### config.mk
export PLATFORM = sky130hd
export DESIGN_NAME = dz_matrix_top
export DESIGN_NICKNAME = d
export VERILOG_FILES = /design/src/design/dz_pkg.sv /design/src/design/dz_ctrl.sv /design/src/design/dz_scan.sv /design/src/design/dz_glyph_rom.sv /design/src/design/dz_color_mix.sv /design/src/design/dz_matrix_top.sv
export SDC_FILE = /design/constraint.sdc
export NUM_CORES = 1
export LEC_CHECK = 0
export BUFFER_PORTS_ARGS = -buffer_cell sky130_fd_sc_hd__buf_2
export CORE_UTILIZATION = 50
export CTS_CLUSTER_DIAMETER = 30
export DETAILED_ROUTE_END_ITERATION = 7
export GPL_ROUTABILITY_DRIVEN = 1
export PLACE_DENSITY_LB_ADDON = 0.12
export SKIP_CTS_REPAIR_TIMING = 1
export SYNTH_ARGS = -nofsm -noshare
export SYNTH_HDL_FRONTEND = slang
export SYNTH_SLANG_ARGS = --single-unit
### constraint.sdc
create_clock -name clk -period 2.82 [get_ports clk]
set_input_delay 0.705 -clock clk [delete_from_list [all_inputs] [get_ports clk]]
set_output_delay 0.705 -clock clk [all_outputs]
set_load 0.02 [all_outputs]
### src/design/dz_pkg.sv
package dz_pkg;

    // matrix geometry, fixed by the glyph table
    localparam int dz_rows  = 8;
    localparam int dz_row_w = 3;

    // image numbers of the red-only pictures
    localparam logic [3:0] dz_img_red_a = 4'd8;
    localparam logic [3:0] dz_img_red_b = 4'd11;

    // image command from the game controller
    typedef struct packed {
        logic [3:0] num;  // image number
        logic       fail; // player has lost
    } dz_cmd_t;

    // green and red column planes for one row
    typedef struct packed {
        logic [dz_rows-1:0] colg;
        logic [dz_rows-1:0] colr;
    } dz_cols_t;

endpackage

### src/design/dz_ctrl.sv
`timescale 1ns/100ps

module dz_ctrl
(
    input  logic           clk,
    input  logic           st,
    input  logic           req,
    input  dz_pkg::dz_cmd_t cmd,
    output logic           ack,
    output dz_pkg::dz_cmd_t frame
);

    typedef enum logic {
        s_idle,
        s_ack
    } state_t;

    state_t state;

    always_ff @(posedge clk or negedge st)
    begin
        if (!st)
        begin
            state <= s_idle;
            frame <= '0;
        end
        else
        begin
            case (state)
                s_idle:
                begin
                    if (req)
                    begin
                        state <= s_ack;
                        frame <= cmd; // only load point
                    end
                end
                s_ack:
                begin
                    if (!req)
                        state <= s_idle;
                end
                default: state <= s_idle;
            endcase
        end
    end

    assign ack = (state == s_ack);

endmodule

### src/design/dz_scan.sv
`timescale 1ns/100ps

module dz_scan
(
    input  logic                       clk,
    input  logic                       st,
    output logic [dz_pkg::dz_row_w-1:0] row_idx,
    output logic [dz_pkg::dz_rows-1:0]  row
);

    // one-hot select for the current index, active low
    logic [dz_pkg::dz_rows-1:0] row_sel;

    assign row_sel = ~(dz_pkg::dz_rows'(1) << row_idx);

    always_ff @(posedge clk or negedge st)
    begin
        if (!st)
        begin
            row_idx <= '0;
            row     <= '1; // all rows off
        end
        else
        begin
            row_idx <= row_idx + 1'b1; // wraps 7 -> 0
            row     <= row_sel;
        end
    end

endmodule

### src/design/dz_glyph_rom.sv
`timescale 1ns/100ps

module dz_glyph_rom
(
    input  logic [3:0]                  num,
    input  logic [dz_pkg::dz_row_w-1:0] row_idx,
    output dz_pkg::dz_cols_t            raw
);

    logic [dz_pkg::dz_rows-1:0] g;
    logic [dz_pkg::dz_rows-1:0] r;

    always_comb
    begin
        g = '0;
        r = '0;
        case (num)
            // growing blob, images 0 to 5
            4'd0:
            begin
                case (row_idx)
                    3'd2, 3'd5: g = 8'b0001_1000;
                    3'd3, 3'd4: g = 8'b0011_1100;
                    default:    g = '0;
                endcase
            end
            4'd1:
            begin
                case (row_idx)
                    3'd2, 3'd5: g = 8'b0011_1000;
                    3'd3, 3'd4: g = 8'b0111_1100;
                    default:    g = '0;
                endcase
            end
            4'd2:
            begin
                case (row_idx)
                    3'd2, 3'd5: g = 8'b0011_1100;
                    3'd3, 3'd4: g = 8'b0111_1110;
                    default:    g = '0;
                endcase
            end
            4'd3:
            begin
                case (row_idx)
                    3'd1, 3'd6:             g = 8'b0011_1100;
                    3'd2, 3'd3, 3'd4, 3'd5: g = 8'b0111_1110;
                    default:                g = '0;
                endcase
            end
            4'd4:
            begin
                case (row_idx)
                    3'd0, 3'd7: g = 8'b0011_1100;
                    3'd1, 3'd6: g = 8'b0111_1110;
                    default:    g = 8'b1111_1111;
                endcase
            end
            4'd5: g = 8'b1111_1111; // full square
            4'd6:
            begin
                case (row_idx)
                    3'd0: g = 8'b1100_0011;
                    3'd1: g = 8'b1110_0011;
                    3'd2: g = 8'b1111_0001;
                    3'd3: g = 8'b1110_0011;
                    3'd4: g = 8'b1100_0111;
                    3'd5: g = 8'b1110_0111;
                    3'd6: g = 8'b1111_0111;
                    3'd7: g = 8'b1111_1011;
                endcase
            end
            4'd7:
            begin
                case (row_idx)
                    3'd1:    g = 8'b0000_0001;
                    3'd2:    g = 8'b1000_0001;
                    3'd3:    g = 8'b1100_0011;
                    3'd4:    g = 8'b1000_0011;
                    3'd5:    g = 8'b1100_0111;
                    3'd6:    g = 8'b1110_0111;
                    3'd7:    g = 8'b1111_0011;
                    default: g = '0;
                endcase
            end
            dz_pkg::dz_img_red_a:
            begin
                case (row_idx)
                    3'd1:    r = 8'b0011_1000;
                    3'd2:    r = 8'b0100_0100;
                    3'd3:    r = 8'b0101_1010;
                    3'd4:    r = 8'b0100_1010;
                    3'd5:    r = 8'b0011_0010;
                    3'd6:    r = 8'b1100_0100;
                    3'd7:    r = 8'b0011_1000;
                    default: r = '0;
                endcase
            end
            4'd9:
            begin
                case (row_idx)
                    3'd2:    g = 8'b0110_0000;
                    3'd3:    g = 8'b1111_1100;
                    3'd4:    g = 8'b0011_1111;
                    3'd5:    g = 8'b0011_1110;
                    3'd6:    g = 8'b0001_1100;
                    default: g = '0;
                endcase
            end
            4'd10:
            begin
                case (row_idx)
                    3'd2:       g = 8'b0001_1000;
                    3'd3:       g = 8'b0011_1100;
                    3'd4, 3'd5: g = 8'b0111_1110;
                    3'd6:       g = 8'b0010_0100;
                    default:    g = '0;
                endcase
            end
            dz_pkg::dz_img_red_b:
            begin
                case (row_idx)
                    3'd0: r = 8'b1110_0000;
                    3'd1: r = 8'b0110_0000;
                    3'd2: r = 8'b1110_0000;
                    3'd3: r = 8'b0011_0000;
                    3'd4: r = 8'b0011_0001;
                    3'd5: r = 8'b0011_0011;
                    3'd6: r = 8'b0011_1110;
                    3'd7: r = 8'b0001_1100;
                endcase
            end
            default:
            begin
                g = '0; // 12 to 15 blank
                r = '0;
            end
        endcase
    end

    assign raw = '{colg: g, colr: r};

endmodule

### src/design/dz_color_mix.sv
`timescale 1ns/100ps

module dz_color_mix
(
    input  logic             clk,
    input  logic             st,
    input  dz_pkg::dz_cmd_t  frame,
    input  dz_pkg::dz_cols_t raw,
    output dz_pkg::dz_cols_t cols
);

    logic                       red_only;
    logic                       copy_g;
    logic [dz_pkg::dz_rows-1:0] red;

    assign red_only = (frame.num == dz_pkg::dz_img_red_a) ||
                      (frame.num == dz_pkg::dz_img_red_b);

    // which green images also light red, giving yellow
    always_comb
    begin
        case (frame.num)
            4'd0, 4'd1, 4'd2, 4'd3, 4'd4, 4'd5: copy_g = !frame.fail;
            4'd6, 4'd7, 4'd9:                   copy_g = 1'b1;
            default:                            copy_g = 1'b0;
        endcase
    end

    assign red = red_only ? raw.colr :
                 copy_g   ? raw.colg : '0;

    always_ff @(posedge clk or negedge st)
    begin
        if (!st)
            cols <= '0;
        else
        begin
            cols.colg <= raw.colg;
            cols.colr <= red; // same edge as green and row
        end
    end

endmodule

### src/design/dz_matrix_top.sv
`timescale 1ns/100ps

module dz_matrix_top
(
    input  logic                      clk,
    input  logic                      st,
    input  logic                      req,
    input  dz_pkg::dz_cmd_t           cmd,
    output logic                      ack,
    output logic [dz_pkg::dz_rows-1:0] row,
    output dz_pkg::dz_cols_t          cols
);

    dz_pkg::dz_cmd_t             frame;
    logic [dz_pkg::dz_row_w-1:0] row_idx;
    dz_pkg::dz_cols_t            raw;

    dz_ctrl u_ctrl (
        .clk   (clk),
        .st    (st),
        .req   (req),
        .cmd   (cmd),
        .ack   (ack),
        .frame (frame)
    );

    dz_scan u_scan (
        .clk     (clk),
        .st      (st),
        .row_idx (row_idx),
        .row     (row)
    );

    dz_glyph_rom u_rom (
        .num     (frame.num),
        .row_idx (row_idx),
        .raw     (raw)
    );

    dz_color_mix u_mix (
        .clk   (clk),
        .st    (st),
        .frame (frame),
        .raw   (raw),
        .cols  (cols)
    );

endmodule

==> impl_metrics.py <==
metrics = {
    "clock_tree": {
        "cts_buffer_depth": 2,
        "tritoncts": "done",
        "cts-root-buf": "clkbuf_8",
        "cts.sinks": 33,
        "cts_buffers": 5,
        "path_clk_slew_ns": 0.06,
        "clkLatencyLatePin_ns": 0.28,
        "htree_levels": 2,
    },
    "synth": {
        "syn_area_um2": 1870,
        "ys_warn_count": 0,
        "ys_seq_elements": 33,
        "synth_cell_type_count": 50,
        "async_flop_share_pct": 100,
        "synth-edff-count": 0,
        "synthFlopType": "dfrtp_1",
        "seq_area_frac_synth_pct": 44.6,
        "synth.net_count": 197,
        "syn-instance-count": 179,
        "postSynthAreaPerCell_um2": 10.5,
    },
    "detailed_routing": {
        "vias": 1508,
        "drt_iter0_markers": 68,
        "wl_per_cell_um": 16.7,
        "ant_nets": 0,
        "first_pass_iters": 4,
        "viasPerCell": 5.69,
        "wl_um": 4440,
        "route.detailed.drc": 0,
    },
    "run_status": {
        "outcome": "finished clean",
    },
    "final_layout": {
        "antenna_cells": 0,
        "final_cells": 265,
        "syn_to_final_growth_pct": 16.1,
        "final_cell_mix": "buf_2, dfrtp_1, nor2_1",
        "fill_cells": 311,
        "layout-drive-gt1-share_pct": 36.5,
        "multi_input_area_um2": 923,
        "final_common_cell": "buf_2",
        "seq_area_um2": 836,
        "fin_nets": 236,
    },
    "critical_path": {
        "critPathRequiredTime_ns": 2.99,
        "r2r-end": "u_mix.cols[6]",
        "crit_type": "register to register",
        "worstSetupStartpointType": "register",
        "crit_slowest_cell": "or4_4",
        "cp_cell_sequence": "inv_1, ha_2, or3b_1, a21o_1, a211o_1, or4_4, a221o_1",
        "slowest_delay_ns": 0.56,
        "regToRegSetupSlack_ns": 0.10,
        "cp_max_fo": 6,
        "worst_ep_arrival_time_ns": 2.89,
        "path_buf_inv": 1,
        "critPathTopFamily": "simple AND/OR/NAND/NOR gates",
        "reg2reg_from": "u_scan.row_idx[1]",
        "crit_path_end_kind": "register",
        "ff2ff_path_depth": 7,
    },
    "place": {
        "place_congestion": 0.865,
        "dpl.hpwl_um": 3270,
        "port_buffers": 32,
        "dp_cells": 257,
    },
    "grt": {
        "grt.total_usage_pct": 25.0,
        "antenna_found_initial": 0,
        "grt_overflow": 0,
        "grt_pass1_vias": 1547,
        "grt_pass1_wl_um": 7560,
        "grt_max_degree": 34,
    },
    "timing": {
        "worstMarginPinSlew_ns": 0.704,
        "drv_slew": 0,
        "fmaxAchievable_ghz": 0.368,
        "period_minus_slack_ns": 2.72,
        "setup_viol": 0,
        "rsz0062_at_grt": "no",
        "worst_clock_skew_ns": 0.00278,
        "slew_headroom_pct": 53.1,
        "post-route-period-util_pct": 96.3,
        "hold_viol_final": 0,
        "tns_ns": 0,
    },
    "floorplan": {
        "start_util_pct": 54.0,
        "dieArea_um2": 4000,
        "fp.dieW_um": 63.2,
        "die_h_um": 63.2,
        "core_area_um2": 3470,
        "rows": 21,
        "io_pins": 33,
    },
    "power": {
        "pwr_density_cell_nw_per_um2": 510,
        "power_mw": 1.11,
        "p_leak_nw": 1.06,
        "ir_worst_vdd_v": 0.000285,
    },
    "flow_run": {
        "cap_violations": 0,
    },
    "worst_hold_path": {
        "hold_path.class": "primary input to asynchronous set/reset pin",
    },
}
==> registers in the layout, summed over array words and instances, names as in the netlist <==
register	count
u_scan.row	8
u_scan.row_idx	3
u_ctrl.frame	5
u_ctrl.ack	1
u_mix.cols	16
==> kinds of logic after synthesis <==
logic type / Yosys count / synth area share, %
DFF: 33 / 44.6
buffers and inverters: 20 / 6.27
and+or+nand+nor: 62 / 20.3
muxes: 5 / 3.00
adders and majority gates: 10 / 6.68
AOI/OAI and AO/OA: 49 / 19.2
==> where the power goes <==
group	switching, mW	total, mW	internal, mW
sequential	0.0413	0.555	0.514
clock	0.165	0.336	0.171
combinational	0.124	0.219	0.0950
total	0.330	1.11	0.780
==> worst max path at each step <==
stage	slack [ns]	from	depth (start not counted)	to
3_5_place_dp	0.12	u_scan.row_idx[1]	7	u_mix.cols[6]
4_1_cts	0.09	u_scan.row_idx[1]	7	u_mix.cols[6]
3_3_place_gp	0.21	u_scan.row_idx[1]	7	u_mix.cols[3]
2_1_floorplan	0.09	u_scan.row_idx[2]	9	u_mix.cols[3]
6_report	0.10	u_scan.row_idx[1]	7	u_mix.cols[6]
5_1_grt	0.0005	u_scan.row_idx[1]	7	u_mix.cols[3]
==> cell type report <==
class                           instances  share of cell area (%)
Clock buffer                            6                    3.34
Inverter                                9                    1.55
Clock inverter                          2                   0.460
Multi-Input combinational cell        126                    42.4
Tap cell                               46                    2.65
Timing Repair Buffer                   43                    11.2
Sequential cell                        33                    38.4
==> synth_stat cells, types with 3 or more instances <==
cell      count  area share [%]
dfrtp_1      25              33
nor2_1       12             2.4
ha_1         10             6.7
a21oi_1       9             2.4
inv_1         9             1.8
nand2_1       9             1.8
dfstp_2       8              11
o21ai_0       8             2.1
nor3_1        7             1.9
a211o_1       5             2.3
clkbuf_1      5             1.0
mux2_2        5             3.0
o22ai_1       4             1.3
a21o_1        3             1.2
a221o_1       3             1.6
a31oi_1       3             1.0
buf_6         3             1.8
nand2b_1      3             1.0
nand3_1       3            0.80
nand3b_1      3             1.2
nor2b_1       3             1.0
==> through the flow <==
stage	util, %	cell area, um^2	hold slack (ns)	worst slack [ns]
after floorplan	-	1870	0.409	0.0912
after global placement	60.3	2090	0.485	0.208
after detailed placement	60.3	2090	0.500	0.116
after CTS	62.7	2170	0.493	0.0874
after global routing	62.7	2180	0.537	0.000470
final	62.7	2180	0.467	0.104
==> layer usage <==
layer	track usage (%)	vias to the layer above	wire length, um
met4	11.4	0	107
met3	5.07	9	214
li1	-	732	-
met5	0	-	0
met2	40.5	46	2160
met1	32.0	721	1960
Note: power is estimated with default switching activity, not from simulation.
